### src/include/cache_cfg.svh
`ifndef CACHE_CFG_SVH
`define CACHE_CFG_SVH

// Cache geometry
`define CACHE_WORD_W   32
`define CACHE_WORDS    4
`define CACHE_WAYS     4
`define CACHE_SETS     16

// Word address split
`define CACHE_TAG_W    26
`define CACHE_INDEX_W  4
`define CACHE_OFFSET_W 2

`endif

### src/logic/cache_pkg.sv
`include "cache_cfg.svh"

package cache_pkg;

    typedef logic [`CACHE_WORD_W-1:0]           word_t;
    typedef logic [`CACHE_WORDS-1:0][`CACHE_WORD_W-1:0] block_t;  // Word 0 in the low bits
    typedef logic [`CACHE_TAG_W-1:0]            tag_t;
    typedef logic [`CACHE_INDEX_W-1:0]          index_t;
    typedef logic [$clog2(`CACHE_WAYS)-1:0]     way_t;

    typedef struct packed {
        tag_t                       tag;
        index_t                     index;
        logic [`CACHE_OFFSET_W-1:0] offset;  // Word within the block
    } addr_t;

    typedef struct packed {
        logic dirty;
        tag_t tag;
    } tag_entry_t;

    typedef struct packed {
        logic  valid;
        logic  write;  // 1 = store
        addr_t addr;
        word_t wdata;
    } cpu_req_t;

    typedef struct packed {
        logic  done;
        word_t rdata;
    } cpu_rsp_t;

    // Block request towards memory
    typedef struct packed {
        logic   rd;
        logic   wr;
        tag_t   tag;
        index_t index;
        block_t wdata;
    } mem_req_t;

    typedef struct packed {
        logic                          hit;
        way_t                          hit_way;
        logic                          free;      // Some way of the set is invalid
        way_t                          free_way;  // Lowest invalid way
        logic [`CACHE_WAYS-1:0]        dirty;     // Valid and dirty per way
        tag_t [`CACHE_WAYS-1:0]        tags;
    } lookup_t;

endpackage

### src/logic/way_array.sv
`timescale 1ns/1ps
`include "cache_cfg.svh"

module way_array #(
    parameter type entry_t = logic
) (
    input  logic              clk,
    input  cache_pkg::index_t index,
    input  logic              we,
    input  cache_pkg::way_t   way,
    input  entry_t            wdata,
    output entry_t            rdata [`CACHE_WAYS]
);

    entry_t mem [`CACHE_SETS][`CACHE_WAYS];

    always_ff @(posedge clk) begin
        if (we) begin
            mem[index][way] <= wdata;
        end
    end

    // Whole set visible in the same cycle
    always_comb begin
        for (int w = 0; w < `CACHE_WAYS; w++) begin
            rdata[w] = mem[index][w];
        end
    end

endmodule

### config.mk
export PLATFORM = sky130hd
export DESIGN_NAME = way_array
export DESIGN_NICKNAME = d
export VERILOG_FILES = /design/src/logic/cache_pkg.sv /design/src/logic/way_array.sv
export VERILOG_INCLUDE_DIRS = /design/src /design/src/include
export SDC_FILE = /design/constraint.sdc
export NUM_CORES = 1
export LEC_CHECK = 0
export BUFFER_PORTS_ARGS = -buffer_cell sky130_fd_sc_hd__buf_2
export CAP_MARGIN = 25
export CORE_UTILIZATION = 50
export CTS_CLUSTER_SIZE = 10
export DETAILED_ROUTE_END_ITERATION = 10
export PLACE_DENSITY = 0.67
export SLEW_MARGIN = 20
export SYNTH_ARGS = -nofsm -noshare
export SYNTH_HDL_FRONTEND = slang
export SYNTH_SLANG_ARGS = --single-unit
export TNS_END_PERCENT = 20
### constraint.sdc
create_clock -name clk -period 2.4 [get_ports clk]
set_input_delay 0.12 -clock clk [delete_from_list [all_inputs] [get_ports clk]]
set_output_delay 0.12 -clock clk [all_outputs]
set_load 0.02 [all_outputs]
==> results.md <==
- Number of optimization iterations in the first detailed-route pass: 4
- Ratio of final minimum period to clock period: 78.0%
- Share of layout cells above drive strength 1: 16.0%
- Number of clock sinks: 64
- Actual slew at the worst max-slew pin: 0.934 ns
- Most repeated library cell on the critical path: sky130_fd_sc_hd__buf_2
- Type of element capturing the critical path: output pin
- Number of remaining DRC errors: 0
- Final Routed Wirelength: 5310 um
- Initial DRC Count: 133
- Worst-path cell with the longest stage delay: sky130_fd_sc_hd__mux4_1
- Type of the worst min-delay path: in2reg
- Routed via count divided by cell count: 5.79
- Data required time at the worst endpoint: 2.28 ns
- End point of the most critical hold path: mem[2][1]$_DFFE_PP_
- Area share of the leading cell type in the synthesized netlist: 67.5%
- Width of the die: 77.5 um
- Number of distinct library cells after synthesis: 18
- Global-route wire length before repair: 8800 um
- Initial antenna violation count: 0
- Most used cells in the layout excluding fill and tap cells: 66 x sky130_fd_sc_hd__nor2_1, 64 x sky130_fd_sc_hd__edfxtp_1, 16 x sky130_fd_sc_hd__nand2_1
- Commonest non-fill, non-tap cell in the layout: sky130_fd_sc_hd__nor2_1
- Post-CTS sizing: 0
- Die Height: 77.5 um
- Setup_tns: 0 ns
- Worst vdd ir: 0.516 mV
- Leakage power total: 0.976 nW
- Buffer count from post-CTS setup fixing: 0
- Worst slew margin relative to its limit: 37.7%
- Post-Synthesis Net Count: 205
- Antenna diode count: 0
- Cell Pwr Density: 724 mW/mm^2
- Worst-path cell chain: buf_2 > mux4_1 > a22oi_1 > nand2_1 > buf_2
- Synthesized cell area: 0.00285 mm^2
- Largest stage delay, worst path: 0.63 ns
- Cell accounting for the most synthesized area: sky130_fd_sc_hd__edfxtp_1
- Post-route core utilization: 56.2%
- Family with the most delay on the worst path: buffers and inverters
- Largest registers: mem x64
- Remaining antenna violation count: 0
- Clock period minus worst slack: 1.87 ns
- DPL Wire Length: 3320 um
- Critical path start-end classification: in2out
- Area growth from synthesis to layout: 8.70%
- Synthesized flop and latch total: 64
- Largest register FFs: 64
- Top reg by flops: mem
- CTS buffer count: 9
- Depth of the worst hold-timing path: 4
- Origin of the worst min-delay path: index[3]
- Clock-pin transition on the worst setup and hold timing paths: 0.07 ns
- Final hold violations: 0
- Initial core utilization: 51.7%
- CTS H-tree lvls: 3
- Number of warning messages in the yosys log: 0
- Number of cells produced by synthesis: 196
- Die footprint: 0.00600 mm^2
- Area contributors post-synth: sky130_fd_sc_hd__edfxtp_1 67%, sky130_fd_sc_hd__nor2_1 8.7%, sky130_fd_sc_hd__mux4_1 7.4%
- Post-synthesis area per instance: 14.5 um^2
- Largest net degree at the start of global routing: 65
- Number of cell rows: 27
- Startpoint kind of the worst setup timing path: input port
- Number of buffer cells added on primary ports: 12
- Clock tree from TritonCTS: yes
- Status: finished, final reports clean
- Critical Path Fanout Max: 23
- Number of slew-limit violations in the final report: 0
- Average detailed-routed wire length per instance: 18.7 um
- Total routing usage reported by global routing: 20.2%
- Clock Root Buffer: sky130_fd_sc_hd__clkbuf_8
- Overall power after layout: 2.24 mW
- # Max-Cap Violations: 0
- Count of endpoints failing setup in the final report: 0
- Arrival time reported for the critical path endpoint: 1.75 ns
- Setup repair after global routing missed its margin: no
- CTS Hold Buffers Added: 0
- Max Buffers Root-to-Sink: 2
- CORE AREA: 0.00551 mm^2
- Overall via count from detail_route: 1,643
- Sequential-to-total area share from yosys stat: 67.5%
- Vias in the first global route: 1,743
- Count of boundary I/O pins: 13
- RD Place Congestion: 0.808
- Final global-route overflow total: 0
- Total number of nets in the final design: 216
- Maximum clock frequency: 0.534 GHz
- Buf/Inv on CP: 2
[power breakdown]
| group | switching [mW] | leakage (nW) | internal (mW) | total (mW) |
|---|---|---|---|---|
| Sequential | 0.00161 | 0.576 | 1.24 | 1.24 |
| Combinational | 0.0941 | 0.309 | 0.0474 | 0.142 |
| Clock | 0.392 | 0.0922 | 0.470 | 0.862 |
| Total | 0.487 | 0.976 | 1.75 | 2.24 |
[Yosys cell counts (all sizes together)]
master	count
and2	1
buf	7
a22oi	8
nor2b	4
nor2	66
nand3b	2
or3b	1
edfxtp	64
nand3	5
nand2	16
clkbuf	6
mux4	16
[stage by stage]
stage	std cells	cell area (um^2)	worst slack, ns	hold WS [ns]
4_1_cts	284	3100	0.497	0.402
3_3_place_gp	268	2920	0.490	0.750
6_report	284	3100	0.528	0.418
2_1_floorplan	196	2850	1.05	0.219
3_5_place_dp	268	2920	0.498	0.751
5_1_grt	284	3100	0.405	0.463
[cell type report]
cell class | instances | area, um^2
clock buffers | 11 | 131
flip-flops and latches | 64 | 1920
well taps | 72 | 90.1
clock inverters | 5 | 47.5
repair buffers | 13 | 67.6
fillers | 455 | 2410
multi-input cells | 119 | 838
[cell families after synthesis]
family / Yosys count / share of synthesized area [%]
AOI/OAI and AO/OA: 8 / 2.11
buffers and inverters: 13 / 3.12
DFF: 64 / 67.5
muxes: 16 / 13.7
and+or+nand+nor: 95 / 13.6
[how the worst max path moves through the flow]
stage                     startpoint  endpoint  slack [ns]  depth (start not counted)
after CTS                   index[0]  rdata[2]        0.50                          5
after floorplan             index[0]  rdata[0]        1.05                          5
after global placement      index[0]  rdata[2]        0.49                          5
after global routing        index[0]  rdata[0]        0.41                          5
after detailed placement    index[0]  rdata[2]        0.50                          5
final                       index[0]  rdata[2]        0.53                          5
[per-layer routing]
metal  GRT usage (%)  up-vias  wire [um]  share of wire (%)
met5               0        -          0                  0
met4            8.49        0        114                2.1
met3            6.00        8        260                4.9
met2            32.1       53       2750                 52
met1            25.9      836       2180                 41
li1                -      746          -                  -
(Power assumes the default switching activity.)
