<file path="config.mk">
export PLATFORM = sky130hd
export DESIGN_NAME = way_lookup
export DESIGN_NICKNAME = d
export VERILOG_FILES = /design/src/logic/cache_pkg.sv /design/src/logic/way_array.sv /design/src/logic/way_lookup.sv
export VERILOG_INCLUDE_DIRS = /design/src /design/src/include
export SDC_FILE = /design/constraint.sdc
export NUM_CORES = 2
export LEC_CHECK = 0
export BUFFER_PORTS_ARGS = -buffer_cell sky130_fd_sc_hd__buf_2
export CELL_PAD_IN_SITES_DETAIL_PLACEMENT = 1
export CELL_PAD_IN_SITES_GLOBAL_PLACEMENT = 1
export CORE_MARGIN = 1.5
export CORE_UTILIZATION = 39
export DETAILED_ROUTE_END_ITERATION = 10
export GPL_TIMING_DRIVEN = 0
export HOLD_SLACK_MARGIN = 0.08
export PLACE_DENSITY_LB_ADDON = 0.2
export SLEW_MARGIN = 20
export SYNTH_ARGS = -nofsm -noshare
export SYNTH_HDL_FRONTEND = slang
export SYNTH_SLANG_ARGS = --single-unit
</file>
<file path="constraint.sdc">
create_clock -name clk -period 11.42 [get_ports clk]
set_input_delay 2.284 -clock clk [delete_from_list [all_inputs] [get_ports clk]]
set_output_delay 2.284 -clock clk [all_outputs]
set_load 0.02 [all_outputs]
</file>
<file path="src/include/cache_cfg.svh">
`ifndef CACHE_CFG_SVH
`define CACHE_CFG_SVH

// Cache geometry
`define CACHE_WORD_W   32
`define CACHE_WORDS    4
`define CACHE_WAYS     4
`define CACHE_SETS     16

// Word address split
`define CACHE_TAG_W    26
`define CACHE_INDEX_W  4
`define CACHE_OFFSET_W 2

`endif

</file>
<file path="src/logic/cache_pkg.sv">
`include "cache_cfg.svh"

package cache_pkg;

    typedef logic [`CACHE_WORD_W-1:0]           word_t;
    typedef logic [`CACHE_WORDS-1:0][`CACHE_WORD_W-1:0] block_t;  // Word 0 in the low bits
    typedef logic [`CACHE_TAG_W-1:0]            tag_t;
    typedef logic [`CACHE_INDEX_W-1:0]          index_t;
    typedef logic [$clog2(`CACHE_WAYS)-1:0]     way_t;

    typedef struct packed {
        tag_t                       tag;
        index_t                     index;
        logic [`CACHE_OFFSET_W-1:0] offset;  // Word within the block
    } addr_t;

    typedef struct packed {
        logic dirty;
        tag_t tag;
    } tag_entry_t;

    typedef struct packed {
        logic  valid;
        logic  write;  // 1 = store
        addr_t addr;
        word_t wdata;
    } cpu_req_t;

    typedef struct packed {
        logic  done;
        word_t rdata;
    } cpu_rsp_t;

    // Block request towards memory
    typedef struct packed {
        logic   rd;
        logic   wr;
        tag_t   tag;
        index_t index;
        block_t wdata;
    } mem_req_t;

    typedef struct packed {
        logic                          hit;
        way_t                          hit_way;
        logic                          free;      // Some way of the set is invalid
        way_t                          free_way;  // Lowest invalid way
        logic [`CACHE_WAYS-1:0]        dirty;     // Valid and dirty per way
        tag_t [`CACHE_WAYS-1:0]        tags;
    } lookup_t;

endpackage

</file>
<file path="src/logic/way_array.sv">
`timescale 1ns/1ps
`include "cache_cfg.svh"

module way_array #(
    parameter type entry_t = logic
) (
    input  logic              clk,
    input  cache_pkg::index_t index,
    input  logic              we,
    input  cache_pkg::way_t   way,
    input  entry_t            wdata,
    output entry_t            rdata [`CACHE_WAYS]
);

    entry_t mem [`CACHE_SETS][`CACHE_WAYS];

    always_ff @(posedge clk) begin
        if (we) begin
            mem[index][way] <= wdata;
        end
    end

    // Whole set visible in the same cycle
    always_comb begin
        for (int w = 0; w < `CACHE_WAYS; w++) begin
            rdata[w] = mem[index][w];
        end
    end

endmodule

</file>
<file path="src/logic/way_lookup.sv">
`timescale 1ns/1ps
`include "cache_cfg.svh"

module way_lookup (
    input  logic                  clk,
    input  logic                  rst,
    input  cache_pkg::index_t     index,
    input  cache_pkg::tag_t       tag,
    input  logic                  tag_we,
    input  cache_pkg::way_t       wr_way,
    input  cache_pkg::tag_entry_t wr_entry,
    output cache_pkg::lookup_t    lookup
);
    import cache_pkg::*;

    logic [`CACHE_SETS-1:0][`CACHE_WAYS-1:0] valid_q;
    logic [`CACHE_WAYS-1:0]                  set_valid;
    tag_entry_t                              entries [`CACHE_WAYS];

    way_array #(
        .entry_t(tag_entry_t)
    ) u_tag_array (
        .clk  (clk),
        .index(index),
        .we   (tag_we),
        .way  (wr_way),
        .wdata(wr_entry),
        .rdata(entries)
    );

    always_ff @(posedge clk or posedge rst) begin
        if (rst) begin
            valid_q <= '0;
        end else if (tag_we) begin
            valid_q[index][wr_way] <= 1'b1;  // Any tag write makes the way live
        end
    end

    assign set_valid = valid_q[index];

    always_comb begin
        lookup = '0;
        // Descending scan leaves the lowest invalid way
        for (int w = `CACHE_WAYS - 1; w >= 0; w--) begin
            if (!set_valid[w]) begin
                lookup.free     = 1'b1;
                lookup.free_way = way_t'(w);
            end
        end
        for (int w = 0; w < `CACHE_WAYS; w++) begin
            lookup.dirty[w] = set_valid[w] && entries[w].dirty;
            lookup.tags[w]  = entries[w].tag;
            if (set_valid[w] && entries[w].tag == tag) begin
                lookup.hit     = 1'b1;
                lookup.hit_way = way_t'(w);
            end
        end
    end

endmodule

</file>
==> impl_results.md <==
* Critical path fanouts, max at 10
* Drt first pass iters at 8
* Relative slew slack at 0.130
* DRT antenna net count at 0
* VDD IR max at 0.124 mV
* Flops & latches, synth at 1,792
* RR Startpoint: valid_q[34]
* Final Cycle Share at 0.948
* Net Sw Frac at 0.250
* Htree depth at 4
* First-pass GRT wire length at 409,000 µm
* PwrDens at 172 nW/µm²
* Largest net degree at the start of global routing at 65
* EDFF count, synth at 1,728
* Hold path depth at 1
* Mapped Cells at 3,792
* Worst-path clk slew at 0.06 ns
* CP endpoint kind: output port
* Final Hold Fails at 0
* Yosys warnings at 0
* Skew final at 0 ns
* Logic pwr share at 0.096
* Most used DFF post-synth: edfxtp_1
* DRT iter0 DRCs at 7,570
* Die Width at 435 µm
* Via-per-instance ratio at 6.37
* Mapped Area at 72,900 µm²
* Max Buffers Root-to-Sink at 3
* RSZ-0062 raised after global routing: false
* Outcome: completed
* Register area share after synthesis at 0.734
* CP startpoint kind: primary input
* Worst-Skew Late Latency at 0.86 ns
* Sink Count at 1,792
* Worst-case reg-to-reg path depth at 1
* Die Y-Extent at 435 µm
* RePlAce Congestion at 0.979
* Final net count at 4,377
* Wire length per cell at 45.0 µm
* Worst Hold Launch: valid_q[30]
* Hold Path Class: reg -> reg
* Drt drc at 0
* Max cap viols at 0
* GRT Total Usage at 0.327
* Tmin final at 10.83 ns
* R2r endpoint: valid_q[34]
* Synth area leader: edfxtp_1
* CTS Hold Bufs at 0
* Num CTS Buffers at 187
* CP Data Arrival Time at 8.55 ns
* Worst EP required at 9.14 ns
* PostCTS Resize Cnt at 0
* Initial antenna violation count at 33
* Final TNS setup at 0 ns
* Post-CTS setup buffer count at 0
* CTS tree: done
* Final hold slack at 0.464 ns
* Synth area leaders: edfxtp_1 71%, mux4_2 10%, mux2i_1 4.7%
* Vias in the first global route at 43.0k
* CP Class: in -> out
* Post-synth top area share at 0.712
* Routed wire length at 313,000 µm
* Final setup fails at 0
* Total gr overflow at 0
* Fmax at 92.3 MHz
* Slew Viols, Final at 0
* Clock Power Share at 0.409
* CTS root buffer: clkbuf_16
* Leakage at 28.9 nW
* Hold EP: valid_q[30]
* Worst-Margin Slew at 1.31 ns
* Core area at 186,000 µm²
* NetSw at 3.70 mW
* # rows at 158
* Pint at 11.1 mW
* Vias post-DR at 44.3k
* Flop2flop setup slack at 10.61 ns
* Yosys cell types at 80
* Most common cell after layout, fill and taps aside: edfxtp_1
* Hpwl dp at 215,000 µm
* Most frequent cells in the layout: 1,728 x edfxtp_1, 343 x mux2i_1, 339 x mux4_2
* Area grow syn2layout at 18.1%
* IO Count at 176
* Initial Util at 0.393
* IO buf count at 155
* Share of cells above drive strength 1 at 0.295
* Sequential power share at 0.495
* Mean post-synth cell area at 19.2 µm²
* Post-synth ARST share at 0.0357
* Die area at 190,000 µm²
* Net count after synthesis at 3,854
kinds of logic (layout without fill, tap and decap cells):
group | count (synthesis) | after routing | synth area share
AND/OR/NAND/NOR | 481 | 481 | 0.0310
AO/OA/AOI/OAI | 429 | 429 | 0.0417
buffers and inverters | 257 | 928 | 0.0214
flip-flops | 1792 | 1792 | 0.734
other | 0 | 13 | 0
multiplexers | 737 | 737 | 0.161
XOR/XNOR | 96 | 96 | 0.0115
flip-flops by register name, indices dropped and copies added (netlist names):
register / cells
u_tag_array.mem: 1728
valid_q: 64
area by class of cell:
| class | instances | area [µm²] |
|---|---|---|
| clock inverters | 86 | 857 |
| fillers | 17305 | 99500 |
| inverters | 25 | 96.3 |
| clock buffers | 251 | 5030 |
| flip-flops and latches | 1792 | 53500 |
| well taps | 2480 | 3100 |
| repair buffers | 334 | 3670 |
| multi-input cells | 1743 | 18300 |
| plain buffers | 232 | 1520 |
| diodes | 13 | 32.5 |
critical path: stages:
cell	delay [ns]
buf_2	0.14
buf_2	0.19
inv_1	0.32
buf_2	0.67
buf_2	0.78
clkbuf_2	0.68
buf_2	0.83
clkbuf_1	0.97
buf_2	0.52
nand2_1	0.10
nand2_1	0.09
nand2_1	0.06
o21ai_0	0.48
buf_2	0.33
cells in the mapped netlist, drive strengths merged (8+ instances only):
master	number
o2bb2ai	9
or2	66
clkbuf	67
xor2	15
a31oi	18
nand3	21
o21ai	70
a21oi	43
xnor2	81
nor3	41
mux4	339
buf	165
mux2i	345
nor2	88
nand2	194
nand4	10
mux2	53
o22ai	37
o2111ai	9
dfrtp	64
nand2b	8
edfxtp	1728
a221oi	14
inv	18
and3	9
and2	9
o221ai	11
a22oi	134
nor2b	11
a2111oi	12
per-stage QoR:
| stage | cells | total power, mW | instance area (µm²) | setup slack (ns) | utilization |
|---|---|---|---|---|---|
| finish | 6956 | 14.8 | 86100 | 0.590 | 0.464 |
| global route | 6947 | 15.0 | 86100 | 0.812 | 0.464 |
| CTS | 6943 | 14.8 | 86100 | 0.687 | 0.464 |
| detailed placement | 6606 | 8.84 | 80200 | 0.690 | 0.432 |
| global placement | 6427 | 8.78 | 76800 | -0.813 | 0.414 |
| floorplan | 3792 | 8.09 | 72900 | 4.03 | - |
power by group through the flow:
| stage | Sequential [mW] | Clock, mW | Combinational [mW] |
|---|---|---|---|
| 3_5_place_dp | 7.46 | 0 | 1.38 |
| 2_1_floorplan | 7.45 | 0 | 0.645 |
| 3_3_place_gp | 7.46 | 0 | 1.32 |
| 6_report | 7.32 | 6.06 | 1.42 |
| 5_1_grt | 7.33 | 6.29 | 1.42 |
| 4_1_cts | 7.32 | 6.08 | 1.38 |
layer usage:
| layer | up-vias | share of wire | track usage |
|---|---|---|---|
| li1 | 16571 | - | - |
| met1 | 23965 | 0.38 | 0.436 |
| met2 | 3066 | 0.45 | 0.498 |
| met3 | 680 | 0.10 | 0.0737 |
| met4 | 8 | 0.065 | 0.178 |
| met5 | - | 0.00018 | 0 |
worst max path at each step:
stage / startpoint / cells after the start / end
2_1_floorplan: index[0] / 11 / lookup[113]
3_3_place_gp: index[2] / 8 / valid_q[47]
3_5_place_dp: index[2] / 11 / lookup[64]
4_1_cts: index[2] / 11 / lookup[64]
5_1_grt: index[3] / 14 / lookup[80]
6_report: index[3] / 14 / lookup[80]
(Power assumes the default switching activity.)
