$ cat config.mk
export PLATFORM = sky130hd
export DESIGN_NAME = cache_ctrl
export DESIGN_NICKNAME = d
export VERILOG_FILES = /design/src/logic/cache_pkg.sv /design/src/logic/cache_ctrl.sv
export VERILOG_INCLUDE_DIRS = /design/src /design/src/include
export SDC_FILE = /design/constraint.sdc
export NUM_CORES = 1
export LEC_CHECK = 0
export ABC_AREA = 1
export ABC_CLOCK_PERIOD_IN_PS = 3700
export BUFFER_PORTS_ARGS = -buffer_cell sky130_fd_sc_hd__buf_2
export CORE_AREA = 2 2 468 470
export CTS_CLUSTER_DIAMETER = 120
export DETAILED_ROUTE_END_ITERATION = 12
export DIE_AREA = 0 0 470 472
export GPL_TIMING_DRIVEN = 1
export PLACE_DENSITY = 0.3
export SLEW_MARGIN = 10
export SYNTH_ARGS = -nofsm -noshare
export SYNTH_HDL_FRONTEND = slang
export SYNTH_SLANG_ARGS = --single-unit
$ cat constraint.sdc
create_clock -name clk -period 3.7 [get_ports clk]
set_input_delay 0.74 -clock clk [delete_from_list [all_inputs] [get_ports clk]]
set_output_delay 0.74 -clock clk [all_outputs]
set_load 0.005 [all_outputs]
$ cat src/include/cache_cfg.svh
`ifndef CACHE_CFG_SVH
`define CACHE_CFG_SVH

// Cache geometry
`define CACHE_WORD_W   32
`define CACHE_WORDS    4
`define CACHE_WAYS     4
`define CACHE_SETS     16

// Word address split
`define CACHE_TAG_W    26
`define CACHE_INDEX_W  4
`define CACHE_OFFSET_W 2

`endif

$ cat src/logic/cache_pkg.sv
`include "cache_cfg.svh"

package cache_pkg;

    typedef logic [`CACHE_WORD_W-1:0]           word_t;
    typedef logic [`CACHE_WORDS-1:0][`CACHE_WORD_W-1:0] block_t;  // Word 0 in the low bits
    typedef logic [`CACHE_TAG_W-1:0]            tag_t;
    typedef logic [`CACHE_INDEX_W-1:0]          index_t;
    typedef logic [$clog2(`CACHE_WAYS)-1:0]     way_t;

    typedef struct packed {
        tag_t                       tag;
        index_t                     index;
        logic [`CACHE_OFFSET_W-1:0] offset;  // Word within the block
    } addr_t;

    typedef struct packed {
        logic dirty;
        tag_t tag;
    } tag_entry_t;

    typedef struct packed {
        logic  valid;
        logic  write;  // 1 = store
        addr_t addr;
        word_t wdata;
    } cpu_req_t;

    typedef struct packed {
        logic  done;
        word_t rdata;
    } cpu_rsp_t;

    // Block request towards memory
    typedef struct packed {
        logic   rd;
        logic   wr;
        tag_t   tag;
        index_t index;
        block_t wdata;
    } mem_req_t;

    typedef struct packed {
        logic                          hit;
        way_t                          hit_way;
        logic                          free;      // Some way of the set is invalid
        way_t                          free_way;  // Lowest invalid way
        logic [`CACHE_WAYS-1:0]        dirty;     // Valid and dirty per way
        tag_t [`CACHE_WAYS-1:0]        tags;
    } lookup_t;

endpackage

$ cat src/logic/cache_ctrl.sv
`timescale 1ns/1ps
`include "cache_cfg.svh"

module cache_ctrl (
    input  logic                  clk,
    input  logic                  rst,
    input  cache_pkg::cpu_req_t   cpu_req,
    output cache_pkg::cpu_rsp_t   cpu_rsp,
    input  cache_pkg::lookup_t    lookup,
    input  cache_pkg::way_t       victim,
    output cache_pkg::index_t     index,
    output cache_pkg::tag_t       tag,
    output logic                  tag_we,
    output cache_pkg::way_t       wr_way,
    output cache_pkg::tag_entry_t wr_entry,
    output logic                  data_we,
    output cache_pkg::block_t     data_wdata,
    input  cache_pkg::block_t     set_blocks [`CACHE_WAYS],
    output logic                  touch,
    output cache_pkg::way_t       touch_way,
    output cache_pkg::mem_req_t   mem_req,
    input  cache_pkg::block_t     mem_rdata,
    input  logic                  mem_valid,
    input  logic                  mem_ready
);
    import cache_pkg::*;

    typedef enum logic [2:0] {
        IDLE,
        COMPARE,
        WRITE_BACK,
        REFILL,
        RESPOND
    } state_t;

    state_t   state_q;
    state_t   state_d;
    cpu_req_t req_q;
    way_t     way_q;     // Target way after the compare cycle
    way_t     sel_way;
    block_t   sel_block;
    block_t   merged_block;

    assign index = req_q.addr.index;
    assign tag   = req_q.addr.tag;

    // Hit way is only known live during compare
    assign sel_way   = (state_q == COMPARE) ? lookup.hit_way : way_q;
    assign sel_block = set_blocks[sel_way];

    always_comb begin
        merged_block                    = sel_block;
        merged_block[req_q.addr.offset] = req_q.wdata;
    end

    assign touch     = cpu_rsp.done;
    assign touch_way = sel_way;

    always_comb begin
        state_d       = state_q;
        cpu_rsp.done  = 1'b0;
        cpu_rsp.rdata = sel_block[req_q.addr.offset];
        tag_we        = 1'b0;
        data_we       = 1'b0;
        wr_way        = sel_way;
        wr_entry      = '{dirty: 1'b1, tag: req_q.addr.tag};
        data_wdata    = merged_block;
        mem_req.rd    = 1'b0;
        mem_req.wr    = 1'b0;
        mem_req.tag   = req_q.addr.tag;
        mem_req.index = req_q.addr.index;
        mem_req.wdata = sel_block;  // Victim block during write-back
        case (state_q)
            IDLE: begin
                if (cpu_req.valid) state_d = COMPARE;
            end
            COMPARE: begin
                if (lookup.hit) begin
                    cpu_rsp.done = 1'b1;
                    tag_we       = req_q.write;  // Store marks the line dirty
                    data_we      = req_q.write;
                    state_d      = IDLE;
                end else if (!lookup.free && lookup.dirty[victim]) begin
                    state_d = WRITE_BACK;
                end else begin
                    state_d = REFILL;
                end
            end
            WRITE_BACK: begin
                mem_req.wr  = 1'b1;
                mem_req.tag = lookup.tags[way_q];  // Old owner of the line
                if (mem_ready) state_d = REFILL;
            end
            REFILL: begin
                mem_req.rd     = 1'b1;
                wr_entry.dirty = 1'b0;
                data_wdata     = mem_rdata;
                if (mem_valid) begin
                    tag_we  = 1'b1;
                    data_we = 1'b1;
                    state_d = RESPOND;
                end
            end
            RESPOND: begin
                cpu_rsp.done = 1'b1;
                tag_we       = req_q.write;
                data_we      = req_q.write;
                state_d      = IDLE;
            end
            default: state_d = IDLE;
        endcase
    end

    always_ff @(posedge clk or posedge rst) begin
        if (rst) begin
            state_q <= IDLE;
        end else begin
            state_q <= state_d;
        end
    end

    always_ff @(posedge clk) begin
        if (state_q == IDLE && cpu_req.valid) begin
            req_q <= cpu_req;
        end
        if (state_q == COMPARE) begin
            if (lookup.hit)       way_q <= lookup.hit_way;
            else if (lookup.free) way_q <= lookup.free_way;
            else                  way_q <= victim;  // Full set falls back to the tree
        end
    end

endmodule

==> results.md <==
* Run status: finished, final reports clean
* Signed area change from the synthesized netlist to the final layout at 74.4%
* Clock tree root driver cell: clkbuf_16
* Leakage power summed over all cells at 13.3 nW
* Initial antenna violation count at 193
* Post-synthesis simple-gate area fraction at 0.592
* Quantity of hold-fixing buffers added after cts at 0
* Most area-consuming cells after synthesis: nand2_1, nand3_1, edfxtp_1, o21bai_1, o21ai_0
* Most instantiated library cell after synthesis: nand2_1
* Final-layout fill cell count at 25,900
* GR Overflow Total at 0
* Cell taking the most area after synthesis: nand2_1
* DRT Pass-1 Iters at 6
* Total wire length at 204 mm
* Crit path kind: register to output port
* # port buffers at 1,210
* Via count of the routed design at 25,000
* Critical path required time at 2.96 ns
* Number of different library cells in the post-synthesis netlist at 24
* Busiest metal layer after global routing: met2
* Global-route met1 utilization at 0.191
* Max IR drop VDD at 363 uV
* Share of cells above drive strength 1 at 0.367
* Core Area at 217,000 sq um
* Register bit count reported by yosys at 70
* Multi-input gate area at 10,800 sq um
* Avg WL per Cell at 29.8 um
* Pin count of the biggest net entering global routing at 94
* Row count at 171
* Measured slew at the worst slew-check pin at 0.866 ns
* GR Layer Usage met2 at 0.316
* Wire length of the first global-routing pass at 253 mm
* Minimum period implied by the final worst setup slack at 3.61 ns
* Number of global-route vias before repair at 24,300
* Count of unresolved DRC violations after routing at 0
* Total routing usage reported by global routing at 0.174
* Syn. warnings at 0
* Fin area at 25,100 sq um
* Most frequently used flop master after synthesis: edfxtp_1
* Total nets after synthesis at 3,662
* Type of the worst min-delay path: input pin to asynchronous set/reset pin
* Final estimated routing congestion in global placement at 0.921
* CP Launch Type: register
* Asr flop ratio synth at 0.0429
* Number of maximum-capacitance violations at 0
* Maximum buffer depth of the clock tree at 2
* ANT nets after route at 0
* Clock buffer count from CTS at 9
* Placed wire-length estimate at 175 mm
* Number of enable flip-flop cells after synthesis at 67
* Arr. time, crit path at 2.87 ns
* Number of sinks on the clock net at 70
* Mux cell area share after synthesis at 0
* Endpoints failing setup at 0
* Share of Yosys cell area claimed by the top area cell type at 0.373
* Remaining max-slew budget at the tightest pin at 0.423
* Clock input transition at the sequential cells of the worst setup and hold paths at 0.08 ns
* CP endpoint kind: output port
* Die span in y at 472 um
* Highest clock rate at 277 MHz
* Share of synthesized cell area in full adder, half adder and majority cells at 0
* Cell Area, Placed at 24,100 sq um
* Power density relative to cell area at 882 nW/um^2
* Insertion delay of the later-clocked pin in the worst-skew pair at 0.47 ns
* Post-route clock period utilization at 0.974
* Util after Layout at 0.116
* Sequential area share after synthesis at 0.145
* Post-Synthesis Cells at 2,836
* Setup skew after layout at 0.0397 ns
* Number of H-tree branching levels at 3
* RSZ-0062 raised after global routing: true
* Horizontal die dimension at 470 um
* Number of max-slew violations in the final report at 0
* Die area at 222,000 sq um
* TritonCTS clock tree: built
* I/O pin count at 1,211
* Number of nets in the layout at 4,750
* Avg Vias per Cell at 3.66
* Most frequent cells after synthesis: nand2_1, nand3_1, o21ai_0
* Post-synthesis compound-gate area fraction at 0.141
* First DRT Iteration DRCs at 1,906
* Synthesized area per cell at 5.07 sq um
* Synth Area in XOR/XNOR at 0
* Worst-path fanout max at 62
* Met3 capacity usage during global routing at 0.0617
* Combined flip-flop and latch cell area at 2090 sq um
* Synthesized cell area at 14,400 sq um
* Largest family of logic cells by synthesized area: simple AND/OR/NAND/NOR gates
* Final Hold Vio Count at 0
* Initial Util at 0.0664
flip-flops by register name, summed over array words and instances, names as in the netlist:
| register | cells |
|---|---|
| index | 4 |
| req_q | 35 |
| state_q | 3 |
| tag | 26 |
| way_q | 2 |
critical path, stage by stage, from the launching register on:
cell,delay [ns]
dfrtp_1,0.41
inv_2,0.12
nand4_4,0.23
buf_12,0.27
buf_4,0.28
nand3_1,0.10
nand3_1,0.08
nand3_1,0.13
nand2_1,0.07
inv_1,0.26
nand2_1,0.17
buf_2,0.16
report_power, final:
group          total, mW  switching (mW)  internal (mW)
Clock               1.14           0.671          0.470
Sequential          1.55           0.470           1.08
Combinational       19.4            12.8           6.66
Total               22.1            13.9           8.21
path summary, 6_finish.rpt:
check                            from         end  slack (ns)  cells past startpoint
max                        state_q[2]  cpu_rsp[7]        0.09                     11
min                               rst  state_q[0]        0.20                      2
max reg2reg                state_q[0]  state_q[0]        1.54                      9
min reg2reg                state_q[1]  state_q[0]        0.94                      5
max in group asynchronous         rst  state_q[1]        3.37                      2
min in group clk           cpu_req[5]    req_q[5]        0.44                      1
cell families (layout without fill, tap and decap cells):
logic type	count (synthesis)	in the layout
buf+inv	368	1461
other cells	0	64
compound gates	321	321
simple gates	2077	2077
flops	70	70
area by class of cell:
class,instances,share of cell area
Tap cell,2854,0.142
Clock buffer,9,0.00898
Inverter,87,0.0139
Multi-Input combinational cell,2398,0.430
Clock inverter,7,0.00219
Sequential cell,70,0.0832
Timing Repair Buffer,1358,0.313
Antenna cell,64,0.00638
per-layer routing:
layer	wire (um)	vias up
met4	6190	114
li1	-	11400
met1	78000	11800
met3	17200	287
met2	102000	1381
met5	740	-
per-stage QoR:
step	hold slack, ns	TNS, ns	worst slack (ns)	std cells	total power, mW
2_1_floorplan	0.494	0	0.812	2836	9.93
3_5_place_dp	0.673	-0.0440	-0.0440	6744	20.7
4_1_cts	0.159	0	0.00406	6771	22.5
3_3_place_gp	0.670	-0.0774	-0.0425	6744	20.8
5_1_grt	0.173	-0.0441	-0.0226	6798	24.0
6_report	0.196	0	0.0944	6847	22.1
what timing repair did:
item / 4_1_cts / 5_1_grt
setup endpoints to repair: 66 / 60
setup buffers: 6 / 9
pin swaps: 5 / 3
gates resized for setup: 38 / 24
endpoints found under the hold margin: 0 / 0
cloned: 5 / 3
cells in the final DEF (no fill, tap or decap), drive strengths merged, types with 4 or more instances in the layout:
master | Yosys | layout
nor2 | 92 | 92
diode | 0 | 64
edfxtp | 67 | 67
inv | 87 | 89
bufbuf | 0 | 4
o21bai | 128 | 128
clkbuf | 94 | 12
o21ai | 164 | 164
nand3 | 548 | 548
o32ai | 26 | 26
buf | 187 | 1351
nand2 | 1433 | 1433
Power figures use the tool's default switching activity.
