## config.mk

```make
export PLATFORM = sky130hd
export DESIGN_NAME = plru_tree
export DESIGN_NICKNAME = d
export VERILOG_FILES = /design/src/logic/cache_pkg.sv /design/src/logic/plru_tree.sv
export VERILOG_INCLUDE_DIRS = /design/src /design/src/include
export SDC_FILE = /design/constraint.sdc
export NUM_CORES = 1
export LEC_CHECK = 0
export ABC_AREA = 1
export BUFFER_PORTS_ARGS = -buffer_cell sky130_fd_sc_hd__buf_2
export CAP_MARGIN = 40
export CORE_UTILIZATION = 55
export CTS_BUF_LIST = sky130_fd_sc_hd__clkbuf_4
export CTS_CLUSTER_DIAMETER = 80
export DETAILED_ROUTE_END_ITERATION = 12
export HOLD_SLACK_MARGIN = 0.02
export PLACE_DENSITY = 0.79
export SYNTH_ARGS = -nofsm -noshare
export SYNTH_HDL_FRONTEND = slang
export SYNTH_SLANG_ARGS = --single-unit
```

## constraint.sdc

```tcl
create_clock -name clk -period 1.4 [get_ports clk]
set_clock_uncertainty 0.2 [all_clocks]
set_input_delay 0 -clock clk [delete_from_list [all_inputs] [get_ports clk]]
set_output_delay 0 -clock clk [all_outputs]
set_load 0.05 [all_outputs]
```

## src/include/cache_cfg.svh

```systemverilog
`ifndef CACHE_CFG_SVH
`define CACHE_CFG_SVH

// Cache geometry
`define CACHE_WORD_W   32
`define CACHE_WORDS    4
`define CACHE_WAYS     4
`define CACHE_SETS     16

// Word address split
`define CACHE_TAG_W    26
`define CACHE_INDEX_W  4
`define CACHE_OFFSET_W 2

`endif

```

## src/logic/cache_pkg.sv

```systemverilog
`include "cache_cfg.svh"

package cache_pkg;

    typedef logic [`CACHE_WORD_W-1:0]           word_t;
    typedef logic [`CACHE_WORDS-1:0][`CACHE_WORD_W-1:0] block_t;  // Word 0 in the low bits
    typedef logic [`CACHE_TAG_W-1:0]            tag_t;
    typedef logic [`CACHE_INDEX_W-1:0]          index_t;
    typedef logic [$clog2(`CACHE_WAYS)-1:0]     way_t;

    typedef struct packed {
        tag_t                       tag;
        index_t                     index;
        logic [`CACHE_OFFSET_W-1:0] offset;  // Word within the block
    } addr_t;

    typedef struct packed {
        logic dirty;
        tag_t tag;
    } tag_entry_t;

    typedef struct packed {
        logic  valid;
        logic  write;  // 1 = store
        addr_t addr;
        word_t wdata;
    } cpu_req_t;

    typedef struct packed {
        logic  done;
        word_t rdata;
    } cpu_rsp_t;

    // Block request towards memory
    typedef struct packed {
        logic   rd;
        logic   wr;
        tag_t   tag;
        index_t index;
        block_t wdata;
    } mem_req_t;

    typedef struct packed {
        logic                          hit;
        way_t                          hit_way;
        logic                          free;      // Some way of the set is invalid
        way_t                          free_way;  // Lowest invalid way
        logic [`CACHE_WAYS-1:0]        dirty;     // Valid and dirty per way
        tag_t [`CACHE_WAYS-1:0]        tags;
    } lookup_t;

endpackage

```

## src/logic/plru_tree.sv

```systemverilog
`timescale 1ns/1ps
`include "cache_cfg.svh"

module plru_tree (
    input  logic              clk,
    input  logic              rst,
    input  cache_pkg::index_t index,
    input  logic              touch,
    input  cache_pkg::way_t   touch_way,
    output cache_pkg::way_t   victim
);

    // Per set {root, left, right}
    logic [`CACHE_SETS-1:0][2:0] tree_q;
    logic [2:0]                  cur_bits;
    logic [2:0]                  next_bits;

    assign cur_bits = tree_q[index];

    always_comb begin
        if (!cur_bits[2]) begin
            victim = cur_bits[1] ? 2'd1 : 2'd0;  // Left pair
        end else begin
            victim = cur_bits[0] ? 2'd3 : 2'd2;  // Right pair
        end
    end

    // Point the tree away from the way just used
    always_comb begin
        next_bits = cur_bits;
        if (!touch_way[1]) begin
            next_bits[2] = 1'b1;
            next_bits[1] = ~touch_way[0];
        end else begin
            next_bits[2] = 1'b0;
            next_bits[0] = ~touch_way[0];
        end
    end

    always_ff @(posedge clk or posedge rst) begin
        if (rst) begin
            tree_q <= '0;
        end else if (touch) begin
            tree_q[index] <= next_bits;
        end
    end

endmodule

```

==> reports/results.tsv, run 1 <==
stage	metric	value	unit
status	status	finished, violations left	
status	failing checks	setup timing	
synth	syn_area_per_cell	6.809	sq um
clocking	TritonCTS clock tree	done	
timing	min Tclk post-route	1899	ps
die	IO Count	11	
worst_setup_path	Crit path arrival time	1700	ps
worst_setup_path	critical path depth	12	
timing	PnR worst setup slack	-499.2	ps
timing	Tcrit/Tclk final	1.357	
pwr	pwr/cell area	1138	nW/um^2
timing	fmax	526.5	MHz
worst_setup_path	critical path class	register to primary output	
timing	# setup viols final	34	
routing	WL/cell	15.08	um
clocking	CTS buffer count	5	
worst_setup_path	r2r startpoint	tree_q[24]	
routing	DRT Wirelength	7254	um
final_layout	layout cells sized above 1	0.2681	
synth	Mapped Nets	378	
worst_setup_path	CP cell instances	nand2_1 -> nand2_1 -> nand2_1 -> nand2_1 -> nand2_1 -> nand2_2 -> nor2_4 -> buf_6 -> inv_2 -> nand2_2 -> nand2_4 -> buf_8	
flow_run	# Max-Cap Violations	0	
synth	Seq cells post-synth	48	
timing	Max-slew headroom	0.6962	
routing	Vias/cell	5.387	
clocking	clock slew at the register clock pins of the worst setup and hold paths	140	ps
final_layout	commonest non-fill, non-tap cell in the layout	nand2_1	
min_path	Hold WC Path Type	input pin to register	
worst_setup_path	Data required, critical path	1200	ps
worst_setup_path	slowest stage delay, CP	430	ps
min_path	hold path depth	5	
final_layout	Reg with most FFs	tree_q	
synth	Yosys cell types	14	
final_layout	Layout Cell Area excl Fill	3329	sq um
worst_setup_path	crit path max-delay cell type	dfrtp_1	
global_route	largest net degree at the start of global routing	49	
clocking	worst-skew pair later-pin latency	370	ps
placement	I/O Buffers	10	
final_layout	NumNets Final	437	
worst_setup_path	critical path startpoint	tree_q[24]	
pwr	P_leak	1.757	nW
worst_setup_path	Crit. End Element	primary output	
placement	DP HPWL	4814	um
final_layout	biggest regs	tree_q x48	
global_route	first-pass GRT wire length	11520	um
min_path	HP Start	touch	
global_route	GRT Util Overall	0.3057	
timing	RSZ-0062 raised after global routing	true	
synth	post-synthesis sequential area ratio	0.4781	
placement	Post-DP Area	2894	sq um
synth	Cells after Synth	369	
placement	Final Wtd Congestion	0.9870	
pwr	Worst IR Drop VDD	651.5	uV
die	core box area	4384	sq um
global_route	number of global-route vias before repair	2522	
global_route	grt ovf	0	
clocking	Num Clock Sinks	48	
synth	Cell Area, Synth	2512	sq um
worst_setup_path	element type at the critical path start	register	
die	initial core utilization	0.5731	
die	Rows	24	
final_layout	area delta synth->final	32.52	%
global_route	initial antenna violation count	0	
clocking	H-tree lvl count	2	
die	die width	69.59	um
routing	DRC viols	0	
routing	drt pass-1 iters	4	
worst_setup_path	most frequent CP cell	nand2_1	
pwr	Final Power	3.790	mW
routing	ANT nets after route	0	
final_layout	Largest register FFs	48	
worst_setup_path	buffers plus inverters on the worst setup path	3	
timing	Slew @ Worst Pin	454.0	ps
worst_setup_path	cell family with most CP delay	simple AND/OR/NAND/NOR gates	
timing	count of final max-slew check failures	0	
final_layout	number of antenna diodes	0	
timing	final hold vios	0	
routing	DR iter-0 viols	140	
worst_setup_path	worst-path maximum fanout	2	
final_layout	most frequent cells in the layout	nand2_1, dfrtp_1, buf_4	
worst_setup_path	Worst Reg2Reg Path Length in Cells	12	
die	Die H	69.59	um
die	die area	4842	sq um
synth	number of synthesis warnings	0	
clocking	Max clock buf depth	2	
routing	vias	2591	
clocking	root buffer cell	clkbuf_4	
final_layout	# fillers	318	
cell families after synthesis:
kind of cell / synth area share
buf+inv: 0.07917
compound gates: 0.04980
flops: 0.4781
simple gates: 0.3929
area by class of cell:
type / instances / area, sq um / area share
tap: 52 / 65.06 / 0.01954
timing repair buffer: 62 / 518.0 / 0.1556
clock buffer: 5 / 37.54 / 0.01127
inverter: 38 / 142.6 / 0.04284
sequential: 48 / 1201 / 0.3608
clock inverter: 3 / 37.54 / 0.01127
multi-input combinational: 273 / 1328 / 0.3987
timing repair:
action | in CTS | in global routing
gates cloned | 0 | 0
setup buffers | 3 | 3
resized for setup | 51 | 20
pin swaps | 13 | 12
hold buffers | 6 | 0
hold endpoints to repair | 96 | 0
endpoints found under the setup margin | 34 | 38
synth_stat cells:
master      n  area share
nand2_1   186        0.28
dfrtp_1    48        0.48
inv_1      37       0.055
nand3_1    35       0.070
o21ai_0    25       0.050
nor2_1     22       0.033
clkbuf_1    4      0.0060
buf_2       3      0.0060
buf_4       2      0.0060
nand2_2     2      0.0050
nor2_2      2      0.0050
buf_6       1      0.0045
inv_2       1      0.0015
nand4_1     1      0.0025
worst reg2reg max path: stages (launching register included):
cell	delay, ps
dfrtp_1	430
nand2_1	80
nand2_1	50
nand2_1	50
nand2_1	50
nand2_1	70
nand2_2	60
nor2_4	140
buf_4	140
nand2_4	60
buf_8	160
nand3_2	70
nand2_1	60
metal layers:
layer	global-route usage	wire length (um)	share of wire	vias up
met5	0	0	0	-
met1	0.4096	3181	0.44	1242
li1	-	-	-	1245
met2	0.4984	3526	0.49	89
met3	0.05087	391	0.054	15
met4	0.1156	155	0.021	0
per-stage QoR:
step           instances  hold slack, ps    util  worst slack, ps  setup TNS, ps
2_1_floorplan        369           28.26       -           -19.71         -409.9
3_3_place_gp         461          -146.4  0.6601           -299.8          -4862
3_5_place_dp         461          -140.7  0.6601           -267.7          -5774
4_1_cts              478           11.40  0.7372           -524.8          -6491
5_1_grt              481           48.54  0.7594           -574.2         -11060
6_report             481           30.50  0.7594           -499.2          -8478
path summary, 6_finish.rpt:
kind / to / slack [ps]
max reg2reg: tree_q[42] / -330
min in group asynchronous: tree_q[37] / 550
min reg2reg: tree_q[12] / 290
max in group asynchronous: tree_q[44] / 210
max: victim[0] / -500
min: tree_q[26] / 30
power breakdown:
part,switching (mW),internal (mW)
combinational,0.646,0.479
sequential,0.181,1.69
clock,0.433,0.365
total,1.26,2.53
Power figures use the tool's default switching activity.
==> inputs of run 2 (changes only) <==
--- a/config.mk
+++ b/config.mk
@@ -10,3 +10,4 @@
 export BUFFER_PORTS_ARGS = -buffer_cell sky130_fd_sc_hd__buf_2
-export CAP_MARGIN = 40
+export CAP_MARGIN = 30
+export CORE_ASPECT_RATIO = 1.2
 export CORE_UTILIZATION = 55
--- a/constraint.sdc
+++ b/constraint.sdc
@@ -4,2 +4,2 @@
 set_output_delay 0 -clock clk [all_outputs]
-set_load 0.05 [all_outputs]
+set_load 0.01 [all_outputs]
==> run 2 against run 1 <==
Compared with the run above: the flow still finishes with violations (setup timing); maximum frequency is 0.62% lower; first-iteration DRC count increased by 91%; critical endpoint unchanged; sequential cell count is the same.
==> reports/results.tsv, run 2 (synthesized netlist as in run 1, its figures left out) <==
stage	metric	value	unit	change
status	status	finished, violations left		
status	failing checks	setup timing		
clocking	root buffer cell	clkbuf_4		
timing	Hold Slack	22.55	ps	-7.947 ps
final_layout	Layout Cell Area excl Fill	3338	sq um	+0.26%
final_layout	Final Non-Filler Cells	488		+1.5%
worst_setup_path	element type at the critical path start	register		
global_route	largest net degree at the start of global routing	49		unchanged
die	die area	4844	sq um	about the same
worst_setup_path	slowest stage delay, CP	430	ps	about the same
routing	vias	2675		+3.2%
worst_setup_path	buffers plus inverters on the worst setup path	3		unchanged
placement	Post-DP Area	2867	sq um	-0.95%
final_layout	number of antenna diodes	0		unchanged
global_route	first-pass GRT wire length	12200	um	+5.9%
clocking	clock slew at the register clock pins of the worst setup and hold paths	150	ps	about the same
worst_setup_path	Data required, critical path	1200	ps	about the same
final_layout	layout cells sized above 1	0.2500		-0.01807
final_layout	Reg with most FFs	tree_q		
routing	DRC viols	0		unchanged
placement	pre-CTS WS	-283.4	ps	-15.70 ps
worst_setup_path	CP cell instances	nand2_1 -> nand2_1 -> nand2_1 -> nand2_1 -> nand2_1 -> nand2_2 -> nor2_2 -> buf_4 -> inv_2 -> nand2_1 -> nand2_1 -> buf_2		
timing	fmax	523.2	MHz	-0.62%
worst_setup_path	most frequent CP cell	nand2_1		
timing	# setup viols final	34		unchanged
die	core box area	4327	sq um	-1.3%
final_layout	area delta synth->final	32.87	%	
final_layout	NumNets Final	440		+0.69%
timing	setup tns final	-9282	ps	-803.6 ps
pwr	Final Power	3.844	mW	+1.4%
routing	DRT Wirelength	7641	um	+5.3%
final_layout	Largest register FFs	48		unchanged
worst_setup_path	critical path class	register to primary output		
final_layout	utilization after layout	0.7715		+0.01213
pwr	pwr/cell area	1152	nW/um^2	+1.2%
routing	WL/cell	15.66	um	+3.8%
global_route	grt ovf	0		unchanged
die	Rows	26		+8.3%
clocking	Num Clock Sinks	48		unchanged
die	die width	63.70	um	-8.5%
clocking	H-tree lvl count	2		unchanged
routing	DR iter-0 viols	268		+91%
global_route	number of global-route vias before repair	2631		+4.3%
placement	I/O Buffers	10		unchanged
timing	min Tclk post-route	1911	ps	+11.92 ps
worst_setup_path	cell family with most CP delay	simple AND/OR/NAND/NOR gates		
timing	Slew @ Worst Pin	718.2	ps	+264.2 ps
placement	Final Wtd Congestion	0.8763		-11%
worst_setup_path	Crit. End Element	primary output		
routing	Vias/cell	5.482		+1.8%
final_layout	commonest non-fill, non-tap cell in the layout	nand2_1		
routing	drt pass-1 iters	5		+1
timing	Tcrit/Tclk final	1.365		+0.008514
min_path	Hold WC Path Type	input pin to register		
global_route	initial antenna violation count	0		unchanged
clocking	CTS buffer count	5		unchanged
placement	DP Cell Count	458		-0.65%
global_route	GRT Util Overall	0.3275		+0.02179
die	IO Count	11		unchanged
flow_run	# Max-Cap Violations	0		unchanged
worst_setup_path	Crit path arrival time	1710	ps	about the same
timing	final hold vios	0		unchanged
pwr	Worst IR Drop VDD	704.1	uV	+8.1%
clocking	Max clock buf depth	2		unchanged
die	Die H	76.04	um	+9.3%
final_layout	biggest regs	tree_q x48		
final_layout	multi-input logic area	1320	sq um	-0.56%
timing	RSZ-0062 raised after global routing	true		
timing	count of final max-slew check failures	0		unchanged
pwr	P_leak	1.763	nW	+0.33%
final_layout	Register Area	1201	sq um	unchanged
timing	PnR worst setup slack	-511.1	ps	-11.92 ps
clocking	TritonCTS clock tree	done		
die	initial core utilization	0.5807		+0.007623
timing	Max-slew headroom	0.5200		-0.1762
routing	ANT nets after route	0		unchanged
placement	DP HPWL	4543	um	-5.6%
clocking	worst-skew pair later-pin latency	370	ps	about the same
final_layout	# fillers	284		-11%
worst_setup_path	worst-path maximum fanout	2		unchanged
worst_setup_path	crit path max-delay cell type	dfrtp_1		
final_layout	most frequent cells in the layout	nand2_1, dfrtp_1, buf_4		
[run 2: changes by cell type in the layout (fill, tap and decap cells not counted), moves of 4 or more]
cell / delta
nor2_2: +5
nand3_2: -17
nand3_1: +16
nand2_8: +4
nor2_1: -5
dlygate4sd3_1: +4
[run 2: layer usage]
| layer | vias up | share of wire | GRT usage | routed length, um |
|---|---|---|---|---|
| met5 | - | 0 | 0 | 0 |
| li1 | 1253 | - | - | - |
| met1 | 1247 | 0.40 | 0.4195 | 3071 |
| met4 | 0 | 0.029 | 0.1477 | 224 |
| met3 | 30 | 0.077 | 0.06138 | 591 |
| met2 | 145 | 0.49 | 0.5330 | 3754 |
[run 2: where the power goes]
| group | switching (mW) | internal (mW) | total [mW] |
|---|---|---|---|
| clock | 0.459 | 0.394 | 0.853 |
| combinational | 0.648 | 0.483 | 1.13 |
| sequential | 0.175 | 1.69 | 1.86 |
[run 2: cell type report]
class | instances | area share
clock inverters | 2 | 0.01049
clock buffers | 6 | 0.01349
multi-input cells | 275 | 0.3954
flip-flops and latches | 48 | 0.3598
inverters | 38 | 0.04273
repair buffers | 63 | 0.1570
well taps | 56 | 0.02099
[run 2: worst paths after layout]
check,startpoint,to,slack [ps],cells past startpoint
min reg2reg,tree_q[0],tree_q[0],290,2
min in group asynchronous,rst,tree_q[16],560,5
max in group asynchronous,rst,tree_q[4],200,5
min,index[2],tree_q[3],20,6
max reg2reg,tree_q[24],tree_q[9],-310,11
max,tree_q[24],victim[0],-510,12
[run 2: worst register-to-register path: cells and delay by family (launching register included)]
family,cells,cell delay (ps)
flip-flops,1,430
AND/OR/NAND/NOR,10,790
buffers and inverters,1,190
[run 2: timing repair]
action                                 4_1_cts  5_1_grt
setup endpoints to repair                   34       40
buffers inserted                             4        7
cloned                                       2        0
endpoints found under the hold margin       77        0
hold buffers                                10        0
resized for setup                           40       19
pin swaps                                   16       10
